--- src/logic/exe_cfg.svh ---
//////////////////////////////////////////////////////////////////////
// execute stage configuration macros
// data width, ALU operation codes, multiply/divide iteration count
//////////////////////////////////////////////////////////////////////
`ifndef EXE_CFG_SVH
`define EXE_CFG_SVH

// operand and result width
`define EXE_DATA_WIDTH 32

// ALU operation codes, 5 bit
// code 0 and anything above 16 give a zero result
`define EXE_ALUOp_ADD  5'd1
`define EXE_ALUOp_ADDU 5'd2
`define EXE_ALUOp_SUB  5'd3
`define EXE_ALUOp_SUBU 5'd4
`define EXE_ALUOp_ORI  5'd5
`define EXE_ALUOp_NOR  5'd6
`define EXE_ALUOp_SLL  5'd7
`define EXE_ALUOp_SLLV 5'd8
`define EXE_ALUOp_SRL  5'd9
`define EXE_ALUOp_SRLV 5'd10
`define EXE_ALUOp_SRA  5'd11
`define EXE_ALUOp_SRAV 5'd12
`define EXE_ALUOp_SLT  5'd13
`define EXE_ALUOp_SLTU 5'd14
`define EXE_ALUOp_XOR  5'd15
`define EXE_ALUOp_AND  5'd16

// shift/add or shift/subtract passes per multiply/divide
`define EXE_MD_ITER 32

`endif

--- src/logic/exePkg.sv ---
//////////////////////////////////////////////////////////////////////
// shared execute stage types
// pipeline exception record, multiply/divide operation select
//////////////////////////////////////////////////////////////////////
package exePkg;

    // exception flags carried down the pipeline
    // one bit per cause, overflow is the only one raised here
    typedef struct packed {
        logic Interrupt;
        logic WrongAddressinIF;
        logic ReservedInstruction;
        logic Syscall;
        logic Break;
        logic Eret;
        logic WrWrongAddressinMEM;
        logic RdWrongAddressinMEM;
        logic Overflow;
    } ExceptinPipeType;

    // multiply/divide unit operations
    // signed forms use magnitudes plus a sign fix at the end
    typedef enum logic [1:0] {
        MD_MULT  = 2'd0,
        MD_MULTU = 2'd1,
        MD_DIV   = 2'd2,
        MD_DIVU  = 2'd3
    } mulDivOpType;

endpackage

--- src/logic/mulDivIf.sv ---
//////////////////////////////////////////////////////////////////////
// multiply/divide control interface
// strobes between FSM, iteration counter and datapath
//////////////////////////////////////////////////////////////////////
`timescale 1ns/1ps

interface mulDivIf;

    // one cycle, capture operands and operation
    logic load;
    // one cycle per iteration
    logic step;
    // one cycle, sign fix and HI/LO write
    logic fix;
    // counter sits on its final iteration
    logic last;

    modport ctrl (output load, output step, output fix, input last);

    modport counter (input load, input step, output last);

    modport datapath (input load, input step, input fix);

endinterface

--- src/logic/alu.sv ---
//////////////////////////////////////////////////////////////////////
// combinational integer ALU
// add/sub, logic ops, shifts, set-less-than, overflow flag
//////////////////////////////////////////////////////////////////////
`timescale 1ns/1ps
`include "exe_cfg.svh"

module alu (
    input  logic [`EXE_DATA_WIDTH-1:0] srcA,
    input  logic [`EXE_DATA_WIDTH-1:0] srcB,
    input  logic [4:0]                 aluOp,
    input  exePkg::ExceptinPipeType    exceptIn,
    output logic [`EXE_DATA_WIDTH-1:0] aluOut,
    output exePkg::ExceptinPipeType    exceptOut
);

    logic addOvf;
    logic subOvf;

    always_comb begin
        unique case (aluOp)
            // add and subtract wrap, overflow handled below
            `EXE_ALUOp_ADD, `EXE_ALUOp_ADDU: aluOut = srcA + srcB;
            `EXE_ALUOp_SUB, `EXE_ALUOp_SUBU: aluOut = srcA - srcB;
            // covers OR and ORI
            `EXE_ALUOp_ORI: aluOut = srcA | srcB;
            `EXE_ALUOp_NOR: aluOut = ~(srcA | srcB);
            // shift amount always comes in on srcA[4:0]
            `EXE_ALUOp_SLL, `EXE_ALUOp_SLLV: aluOut = srcB << srcA[4:0];
            `EXE_ALUOp_SRL, `EXE_ALUOp_SRLV: aluOut = srcB >> srcA[4:0];
            `EXE_ALUOp_SRA, `EXE_ALUOp_SRAV: aluOut = $signed(srcB) >>> srcA[4:0];
            `EXE_ALUOp_SLT: begin
                aluOut = ($signed(srcA) < $signed(srcB)) ? 32'd1 : 32'd0;
            end
            `EXE_ALUOp_SLTU: begin
                aluOut = (srcA < srcB) ? 32'd1 : 32'd0;
            end
            `EXE_ALUOp_XOR: aluOut = srcA ^ srcB;
            `EXE_ALUOp_AND: aluOut = srcA & srcB;
            // unknown code
            default: aluOut = '0;
        endcase
    end

    // add overflows when both operands share a sign the sum lacks
    assign addOvf = (~srcA[31] & ~srcB[31] & aluOut[31]) |
                    (srcA[31] & srcB[31] & ~aluOut[31]);

    // sub overflows when signs differ and result flips from srcA
    assign subOvf = (~srcA[31] & srcB[31] & aluOut[31]) |
                    (srcA[31] & ~srcB[31] & ~aluOut[31]);

    always_comb begin
        // upstream flags pass straight through
        exceptOut = exceptIn;
        // trapping forms only, the U variants never flag
        exceptOut.Overflow = ((aluOp == `EXE_ALUOp_ADD) & addOvf) |
                             ((aluOp == `EXE_ALUOp_SUB) & subOvf);
    end

endmodule

--- src/logic/exeStage.sv ---
//////////////////////////////////////////////////////////////////////
// execute stage top level
// ALU path plus iterative multiply/divide unit with HI/LO
//////////////////////////////////////////////////////////////////////
`timescale 1ns/1ps
`include "exe_cfg.svh"

module exeStage (
    input  logic                       clk,
    input  logic                       rstN,
    input  logic [`EXE_DATA_WIDTH-1:0] srcA,
    input  logic [`EXE_DATA_WIDTH-1:0] srcB,
    input  logic [4:0]                 aluOp,
    input  exePkg::ExceptinPipeType    exceptIn,
    output logic [`EXE_DATA_WIDTH-1:0] aluOut,
    output exePkg::ExceptinPipeType    exceptOut,
    input  logic                       mdStart,
    input  exePkg::mulDivOpType        mdOp,
    output logic                       mdBusy,
    output logic                       mdDone,
    output logic [`EXE_DATA_WIDTH-1:0] hi,
    output logic [`EXE_DATA_WIDTH-1:0] lo
);

    // strobes shared by the multiply/divide blocks
    mulDivIf mdBus ();

    // zero-latency integer path
    alu uAlu (
        .srcA      (srcA),
        .srcB      (srcB),
        .aluOp     (aluOp),
        .exceptIn  (exceptIn),
        .aluOut    (aluOut),
        .exceptOut (exceptOut)
    );

    // sequencing, only accepts a start when fully idle
    mulDivCtrl uMdCtrl (
        .clk     (clk),
        .rstN    (rstN),
        .mdStart (mdStart),
        .mdBusy  (mdBusy),
        .mdDone  (mdDone),
        .md      (mdBus.ctrl)
    );

    // 32 step cycles per operation
    iterCounter uIterCnt (
        .clk  (clk),
        .rstN (rstN),
        .md   (mdBus.counter)
    );

    // operands shared with the ALU ports
    mulDivDatapath uMdPath (
        .clk  (clk),
        .rstN (rstN),
        .srcA (srcA),
        .srcB (srcB),
        .mdOp (mdOp),
        .md   (mdBus.datapath),
        .hi   (hi),
        .lo   (lo)
    );

endmodule

--- src/logic/iterCounter.sv ---
//////////////////////////////////////////////////////////////////////
// iteration down counter for the multiply/divide unit
//////////////////////////////////////////////////////////////////////
`timescale 1ns/1ps
`include "exe_cfg.svh"

module iterCounter (
    input  logic      clk,
    input  logic      rstN,
    mulDivIf.counter  md
);

    logic [4:0] count;

    always_ff @(posedge clk or negedge rstN) begin
        if (!rstN) begin
            count <= '0;
        end else if (md.load) begin
            // preset so that the final step sees zero
            count <= 5'(`EXE_MD_ITER - 1);
        end else if (md.step) begin
            count <= count - 5'd1;
        end
    end

    // high during the last of the step cycles
    assign md.last = (count == 5'd0);

endmodule

--- src/logic/mulDivCtrl.sv ---
//////////////////////////////////////////////////////////////////////
// multiply/divide sequencing FSM
// load, iterate and sign-fix phases, busy and done outputs
//////////////////////////////////////////////////////////////////////
`timescale 1ns/1ps

module mulDivCtrl (
    input  logic   clk,
    input  logic   rstN,
    input  logic   mdStart,
    output logic   mdBusy,
    output logic   mdDone,
    mulDivIf.ctrl  md
);

    typedef enum logic [1:0] {
        IDLE = 2'd0,
        LOAD = 2'd1,
        RUN  = 2'd2,
        FIX  = 2'd3
    } stateType;

    stateType state;
    stateType stateNext;
    logic     busyQ;
    logic     doneQ;

    always_comb begin
        stateNext = state;
        unique case (state)
            // busyQ still high in the done cycle, so wait it out
            IDLE: if (mdStart && !busyQ) stateNext = LOAD;
            LOAD: stateNext = RUN;
            // leave after the step that counter marks as last
            RUN:  if (md.step && md.last) stateNext = FIX;
            FIX:  stateNext = IDLE;
            default: stateNext = IDLE;
        endcase
    end

    always_ff @(posedge clk or negedge rstN) begin
        if (!rstN) begin
            state <= IDLE;
            busyQ <= 1'b0;
            doneQ <= 1'b0;
        end else begin
            state <= stateNext;
            // busy lags the state by one cycle
            busyQ <= (state != IDLE);
            // done follows fix, HI/LO written on the same edge
            doneQ <= (state == FIX);
        end
    end

    // strobes decoded straight from state
    assign md.load = (state == LOAD);
    assign md.step = (state == RUN);
    assign md.fix  = (state == FIX);

    assign mdBusy = busyQ;
    assign mdDone = doneQ;

endmodule

--- src/logic/mulDivDatapath.sv ---
//////////////////////////////////////////////////////////////////////
// multiply/divide datapath
// operand magnitudes, shift-add multiply, restoring divide,
// sign fix and the HI/LO registers
//////////////////////////////////////////////////////////////////////
`timescale 1ns/1ps
`include "exe_cfg.svh"

module mulDivDatapath (
    input  logic                       clk,
    input  logic                       rstN,
    input  logic [`EXE_DATA_WIDTH-1:0] srcA,
    input  logic [`EXE_DATA_WIDTH-1:0] srcB,
    input  exePkg::mulDivOpType        mdOp,
    mulDivIf.datapath                  md,
    output logic [`EXE_DATA_WIDTH-1:0] hi,
    output logic [`EXE_DATA_WIDTH-1:0] lo
);

    // operands sampled with the start pulse
    logic [`EXE_DATA_WIDTH-1:0]   aReg;
    logic [`EXE_DATA_WIDTH-1:0]   bReg;
    exePkg::mulDivOpType          opReg;
    logic                         isSigned;
    logic                         signA;
    logic                         signB;
    logic [`EXE_DATA_WIDTH-1:0]   aMag;
    logic [`EXE_DATA_WIDTH-1:0]   bMagNext;
    // working register, {partial, multiplier} or {remainder, quotient}
    logic [2*`EXE_DATA_WIDTH-1:0] acc;
    logic [`EXE_DATA_WIDTH-1:0]   bMag;
    logic                         isDiv;
    logic                         negQuo;
    logic                         negRem;
    logic [`EXE_DATA_WIDTH:0]     mulSum;
    logic [`EXE_DATA_WIDTH:0]     divRem;
    logic [`EXE_DATA_WIDTH:0]     divDiff;
    logic                         divFits;
    logic [2*`EXE_DATA_WIDTH-1:0] prodFixed;

    // mdStart cycle operands are held through the load cycle
    always_ff @(posedge clk) begin
        aReg  <= srcA;
        bReg  <= srcB;
        opReg <= mdOp;
    end

    assign isSigned = (opReg == exePkg::MD_MULT) || (opReg == exePkg::MD_DIV);
    assign signA    = isSigned & aReg[31];
    assign signB    = isSigned & bReg[31];
    // most negative value maps onto itself, still right as unsigned
    assign aMag     = signA ? -aReg : aReg;
    assign bMagNext = signB ? -bReg : bReg;

    // multiply, add multiplicand into upper half when lsb set
    assign mulSum = {1'b0, acc[2*`EXE_DATA_WIDTH-1:`EXE_DATA_WIDTH]} +
                    (acc[0] ? {1'b0, bMag} : '0);

    // divide, shift in next dividend bit and trial subtract
    assign divRem  = acc[2*`EXE_DATA_WIDTH-1:`EXE_DATA_WIDTH-1];
    assign divFits = (divRem >= {1'b0, bMag});
    assign divDiff = divRem - {1'b0, bMag};

    always_ff @(posedge clk) begin
        if (md.load) begin
            acc    <= {{`EXE_DATA_WIDTH{1'b0}}, aMag};
            bMag   <= bMagNext;
            isDiv  <= (opReg == exePkg::MD_DIV) || (opReg == exePkg::MD_DIVU);
            // product and quotient share the same sign rule
            negQuo <= signA ^ signB;
            // remainder follows the dividend
            negRem <= signA;
        end else if (md.step) begin
            if (isDiv) begin
                // zero divisor always fits, all ones quotient
                acc <= {divFits ? divDiff[`EXE_DATA_WIDTH-1:0] : divRem[`EXE_DATA_WIDTH-1:0],
                        acc[`EXE_DATA_WIDTH-2:0], divFits};
            end else begin
                acc <= {mulSum, acc[`EXE_DATA_WIDTH-1:1]};
            end
        end
    end

    // whole 64-bit product negated as one value
    assign prodFixed = negQuo ? -acc : acc;

    always_ff @(posedge clk or negedge rstN) begin
        if (!rstN) begin
            hi <= '0;
            lo <= '0;
        end else if (md.fix) begin
            if (isDiv) begin
                // quotient to LO, remainder to HI
                lo <= negQuo ? -acc[`EXE_DATA_WIDTH-1:0] : acc[`EXE_DATA_WIDTH-1:0];
                hi <= negRem ? -acc[2*`EXE_DATA_WIDTH-1:`EXE_DATA_WIDTH]
                             : acc[2*`EXE_DATA_WIDTH-1:`EXE_DATA_WIDTH];
            end else begin
                hi <= prodFixed[2*`EXE_DATA_WIDTH-1:`EXE_DATA_WIDTH];
                lo <= prodFixed[`EXE_DATA_WIDTH-1:0];
            end
        end
    end

endmodule

--- config.mk ---
export PLATFORM = sky130hd
export DESIGN_NAME = exeStage
export DESIGN_NICKNAME = d
export VERILOG_FILES = /design/src/logic/exePkg.sv /design/src/logic/mulDivIf.sv /design/src/logic/alu.sv /design/src/logic/exeStage.sv /design/src/logic/iterCounter.sv /design/src/logic/mulDivCtrl.sv /design/src/logic/mulDivDatapath.sv
export VERILOG_INCLUDE_DIRS = /design/src /design/src/logic
export SDC_FILE = /design/constraint.sdc
export NUM_CORES = 1
export LEC_CHECK = 0
export BUFFER_PORTS_ARGS = -buffer_cell sky130_fd_sc_hd__buf_2
export CAP_MARGIN = 20
export CELL_PAD_IN_SITES_DETAIL_PLACEMENT = 0
export CELL_PAD_IN_SITES_GLOBAL_PLACEMENT = 2
export CORE_ASPECT_RATIO = 1.2
export CORE_MARGIN = 10
export CORE_UTILIZATION = 37
export DETAILED_ROUTE_END_ITERATION = 7
export PLACE_DENSITY_LB_ADDON = 0.08
export SLEW_MARGIN = 25
export SYNTH_ARGS = -nofsm -noshare
export SYNTH_HDL_FRONTEND = slang
export SYNTH_SLANG_ARGS = --single-unit
--- constraint.sdc ---
create_clock -name clk -period 10.81 [get_ports clk]
set_input_delay 3.243 -clock clk [delete_from_list [all_inputs] [get_ports clk]]
set_output_delay 3.243 -clock clk [all_outputs]
set_load 0.02 [all_outputs]
; After elaboration in Yosys (flattened, before gate mapping)
; Cells that the tools add are included.
[totals]
regBits = 238
in_bits = 83
wordCells = 113
[op_classes]
n_addsub = 10
order_cmp = 3
n_eq_ne = 23
n_shift = 3
mux = 20
n_bitwise = 23
n_reduce_logical = 16
[ops]
columns = op, n
row1 = 32-bit one-hot mux with 11 select lines, 1
row2 = 32-bit 2-to-1 mux, 10
row3 = 64-bit 2-to-1 mux, 2
row4 = 32-bit negation, 4
row5 = 32-bit < comparator, 2
row6 = 64-bit negation, 1
row7 = 32-bit subtractor, 2
row8 = "5-bit by 4-bit equality test with 1-bit output, second input constant", 8
row9 = 32-bit by 32-bit adder with 33-bit output, 1
row10 = 33-bit by 32-bit greater-or-equal comparator with 1-bit output, 1
row11 = 32-bit adder, 1
row12 = 32-bit bitwise AND, 1
row13 = 32-bit NOT, 1
row14 = 32-bit bitwise OR, 1
row15 = 32-bit by 5-bit left shift with 32-bit output, 1
row16 = 32-bit by 5-bit >> shifter with 32-bit output, 1
row17 = 32-bit by 5-bit >>> shifter with 32-bit output, 1
row18 = 32-bit bitwise XOR, 1
row19 = "5-bit by 3-bit equality test with 1-bit output, second input constant", 4
row20 = 1-bit bitwise AND, 12
row21 = "5-bit by 2-bit equality test with 1-bit output, second input constant", 2
row22 = 5-bit 2-to-1 mux, 2
row23 = 2-bit OR reduction, 5
row24 = "2-bit equality test, second input constant", 4
row25 = other kinds (19), 29

; Logic depth before layout (Yosys ltp)
[logic_depth]
depth_word = 8
ltp_mapped = 18
depth_no_buf = 14

; Modules after synthesis
; From an unflattened synthesis, not the netlist that was laid out.
[hier_totals]
hier_cells = 3089
area_unflattened_um2 = 24354.6
[modules_own_cells]
columns = mod, n_inst, cells_each, area_per_inst_um2, seq_area_each_um2
row1 = mulDivDatapath, 1, 1731, 14804.2, 5575.3
row2 = alu, 1, 1314, 9041.2, 0.0
row3 = iterCounter, 1, 25, 282.8, 125.1
row4 = mulDivCtrl, 1, 19, 226.5, 100.1

; Least setup slack after synthesis
; OpenSTA, ideal clock, no wires.
[synth_timing]
path_kind = input to output
startpoint = input srcA[2]
endpoint = output aluOut[29]
arrival_time_ps = 7466
required_time_ps = 7567
setup_slack_ps = 101
cell_stages = 17
n_path_buf = 5
cell_sequence = inv_1 -> clkbuf_1 -> clkbuf_1 -> buf_1 -> clkbuf_1 -> ha_1 -> clkbuf_1 -> nand2b_1 -> o211ai_1 -> a31oi_1 -> a211oi_1 -> o41ai_2 -> a21oi_1 -> or3_1 -> a221oi_1 -> mux2i_1 -> o221ai_1
[synth_between]
elab_chain_len = 2
word_cells_on_any_way = 6
cone_classes = add/sub: 2 / shift: 3 / mux: 1
[synth_rtl]
columns = item, line_no
row1 = from (decl), exeStage.sv:11  ; input logic [`EXE_DATA_WIDTH-1:0] srcA,
row2 = 32-bit subtractor (tied with other cells), alu.sv:24  ; `EXE_ALUOp_SUB, `EXE_ALUOp_SUBU: aluOut = srcA - srcB;
row3 = 32-bit one-hot mux with 11 select lines (*), alu.sv:21  ; unique case (aluOp)
row4 = to (decl), exeStage.sv:15  ; output logic [`EXE_DATA_WIDTH-1:0] aluOut,
; Every way passes the cells marked *; elsewhere a longest branch is shown, timed or not.

==> run_results.csv <==
group,metric,value,unit
cts,clock_sinks,238,
setup_path,critPathKind,"in2out",
setup_path,cp_max_fo,8,
placement,gp_congestion,1.02,
setup_path,regToRegSetupSlack,6.27,ns
power_and_ir_drop,leakagePower,11.2,nW
die,initial_utilization,0.374,
power_and_ir_drop,combPwrFrac,0.566,
global_route,grt_max_degree,101,
global_route,grt_pass1_wl,152000,um
cts,cts_resized,0,
die,row_count,100,
final_layout,final_nets,3308,
timing,final.setup.tns,0,ns
synthesis,yosysUniqueCellTypes,92,
route,wire_per_inst,26.9,um
placement,numPortBuffers,172,
cts,clk_pin_slew_worst_paths,0.06,ns
route,dr.pass1.iters,5,
power_and_ir_drop,p_clk_frac,0.155,
final_layout,fillers,6477,
route,vias_per_cell,5.96,
setup_path,critPathTopFamily,"compound AO/OA/AOI/OAI gates",
route,drt_iter0_markers,1585,
cts,ctsHoldBuffers,0,
synthesis,postSynthAreaPerCell,7.90,um2
die,die_y,295,um
synthesis,synth_area,0.0233,mm2
setup_path,end_kind,"primary output",
timing,setup_viol_count_final,0,
synthesis,dominantRegCellSynth,"dfxtp_1",
setup_path,path_cells,"buf_2 -> clkinv_1 -> ha_1 -> a211oi_1 -> o211ai_1 -> a32oi_1 -> a21oi_1 -> buf_4 -> a22o_1 -> a2111oi_0 -> o2bb2ai_1 -> mux4_2 -> and3_1 -> buf_2",
die,core,0.0622,mm2
global_route,grt_usage,0.272,
job,cap_violations,0,
timing,max_freq,96.4,MHz
timing,whs,0.412,ns
power_and_ir_drop,power_density,237,mW/mm2
setup_path,critPathMostFrequentCell,"buf_2",
cts,cts_tree,"built",
power_and_ir_drop,p_sw,3.00,mW
timing,maxSlewViolCount,0,
global_route,grt_antenna_before_repair,7,
timing,min_period,10.37,ns
synthesis,async_flop_share,0.307,
setup_path,critPathLaunchType,"input port",
timing,period_share,0.960,
synthesis,synth_edf_count,67,
placement,place_area,0.0250,mm2
route,wl,104000,um
die,dieArea,0.0733,mm2
cts,insertion_delay,0.58,ns
synthesis,synth_warnings,0,
placement,hpwl,82500,um
timing,rsz0062_at_grt,"false",
setup_path,critPathBufInv,4,
synthesis,synth_seq_area_share,0.249,
global_route,grt_pass1_vias,22600,
power_and_ir_drop,seq_power_share,0.278,
final_layout,area_growth,11.6,%
run_status,status,"completed",
timing,maxSlewHeadroom,0.336,
power_and_ir_drop,switching_share,0.488,
setup_path,crit_required,7.57,ns
synthesis,synthCells,2943,
route,via_count,23100,
setup_path,cpMaxStageDelayCell,"a211oi_1",
synthesis,syn-num-nets,3204,
hold_path,hold_path.class,"reg2reg",
cts,cts_buffers,28,
setup_path,crit_arrival,7.13,ns
cts,clk_path_buf_depth,3,
timing,worst_slew_pin_slew,0.985,ns
final_layout,fin_area,0.0260,mm2
global_route,overflow,0,
route,ant_nets,0,
die,die_width,249,um
power_and_ir_drop,intPower,3.15,mW
timing,finalHoldViolCount,0,
final_layout,drive_gt1_frac,0.131,
power_and_ir_drop,peakVddDrop,0.156,mV
route,drc,0,
cts,cts.htree.levels,1,
cts,cts_setup_buffers,0,
synthesis,ys_seq_elements,238,
die,num_io_pins,190,
timing,finalClockSkew,0.0223,ns
cts,clockRootBuffer,"clkbuf_16",
setup_path,critical-path-max-stage-delay,0.42,ns
worst reg2reg max path, cell delays in order, from the launching register on:
cell       delay [ns]
dfxtp_1          0.69
ha_1             0.33
inv_1            0.05
or3_1            0.47
a211oi_1         0.67
o21ai_1          0.30
a21o_1           0.32
o21a_1           0.20
buf_4            0.26
a2111oi_0        0.80
a211oi_1         0.09
nor4_1           0.26
placed cells by master (no fill, tap or decap), types with 79 or more instances in the layout:
cell type / synthesis / final
mux2i_1: 85 / 85
inv_1: 170 / 170
nor2_1: 320 / 319
xor2_1: 87 / 87
a21oi_1: 266 / 265
dfxtp_1: 98 / 98
buf_4: 9 / 79
ha_1: 174 / 172
nand2_1: 271 / 271
xnor2_1: 87 / 87
buf_2: 19 / 170
o21ai_0: 217 / 216
power groups by stage:
stage,combinational (mW),clock (mW),sequential [mW]
5_1_grt,3.82,1.01,1.75
2_1_floorplan,2.32,0,1.71
4_1_cts,3.48,0.977,1.71
3_5_place_dp,3.46,0,1.73
6_report,3.49,0.956,1.71
3_3_place_gp,3.43,0,1.72
sequential cells by signal, summed over array words and instances, names as in the netlist:
signal	cells
uMdPath.bReg	32
uMdCtrl.mdDone	1
uMdCtrl.state	2
uMdPath.negQuo	1
uMdPath.acc	64
uIterCnt.count	5
uMdPath.bMag	32
uMdPath.isDiv	1
uMdPath.hi	32
uMdPath.lo	32
uMdPath.negRem	1
uMdCtrl.mdBusy	1
uMdPath.aReg	32
uMdPath.opReg	2
routing by layer:
layer,part of all wire,up-vias,GRT usage
met1,0.39,11200,0.306
li1,-,11000,-
met3,0.046,226,0.0294
met5,0.00022,-,0
met4,0.071,4,0.173
met2,0.49,796,0.482
per-stage QoR:
| step | total power [mW] | util | std cells | setup WS [ns] |
|---|---|---|---|---|
| final | 6.15 | 0.417 | 3886 | 0.435 |
| after global routing | 6.58 | 0.417 | 3884 | 0.263 |
| after CTS | 6.17 | 0.417 | 3883 | 0.485 |
| after detailed placement | 5.19 | 0.402 | 3832 | 0.492 |
| after global placement | 5.15 | 0.402 | 3832 | 0.410 |
| after floorplan | 4.04 | - | 2943 | 0.101 |
kinds of logic (layout without fill, tap and decap cells):
family	after synthesis	after routing	share of synthesized area
AO/OA/AOI/OAI	939	939	0.261
XOR/XNOR	174	174	0.0655
adder cells (fa/ha/maj)	178	178	0.0971
buffers and inverters	353	478	0.0620
flip-flops	238	238	0.249
multiplexers	151	151	0.0827
other	0	2	0
AND/OR/NAND/NOR	910	910	0.182
path summary, 6_finish.rpt:
path	from	endpoint	depth (start not counted)
worst max-delay path	srcA[1]	exceptOut[0]	14
worst min-delay path	uMdPath.opReg[1]	uMdPath.isDiv	0
worst max register to register	uMdPath.acc[38]	uMdPath.acc[48]	11
worst min register to register	uMdPath.opReg[1]	uMdPath.isDiv	0
max in group asynchronous	rstN	uMdPath.hi[19]	1
min in group asynchronous	rstN	uMdPath.lo[15]	1
layout make-up:
| type | instances | area [um2] | area share |
|---|---|---|---|
| multi-input combinational | 2352 | 16100 | 0.619 |
| clock buffer | 39 | 782 | 0.0301 |
| tap | 816 | 1020 | 0.0393 |
| sequential | 238 | 5800 | 0.223 |
| inverter | 175 | 657 | 0.0253 |
| timing repair buffer | 252 | 1500 | 0.0579 |
| antenna | 2 | 5.00 | 0.000193 |
| clock inverter | 12 | 134 | 0.00516 |
Yosys cell counts (10+ instances only):
cell | instances | area [um2]
clkbuf_1 | 126 | 473
dfxtp_1 | 98 | 1960
a31oi_1 | 33 | 206
buf_2 | 19 | 95.1
o31ai_1 | 36 | 270
o32ai_1 | 12 | 105
nand3_1 | 40 | 200
nor4_1 | 26 | 163
a221o_1 | 21 | 210
o2111ai_1 | 11 | 96.3
o22ai_1 | 13 | 81.3
a21o_1 | 44 | 330
and2_1 | 16 | 100
ha_1 | 174 | 2180
or3_1 | 15 | 93.8
a21boi_0 | 10 | 75.1
buf_1 | 18 | 67.6
edfxtp_1 | 67 | 2010
nor2_1 | 320 | 1200
o221ai_1 | 22 | 193
mux4_2 | 29 | 653
o21a_1 | 14 | 105
a2111oi_0 | 10 | 87.6
and3_1 | 20 | 125
nand2_1 | 271 | 1020
nand4_1 | 16 | 100
a21oi_1 | 266 | 1330
xor2_1 | 87 | 762
o21bai_1 | 24 | 180
a211o_1 | 10 | 87.6
or2_2 | 10 | 62.6
a211oi_1 | 52 | 390
a221oi_1 | 31 | 272
nand2b_1 | 39 | 244
inv_1 | 170 | 638
mux2i_1 | 85 | 851
nor2b_1 | 26 | 163
dfrtp_1 | 73 | 1830
o211ai_1 | 27 | 203
xnor2_1 | 87 | 762
nor3_1 | 66 | 330
o41ai_1 | 13 | 114
o21ai_0 | 217 | 1090
mux2_2 | 36 | 405
No activity file was read; power rests on OpenSTA's default activity.
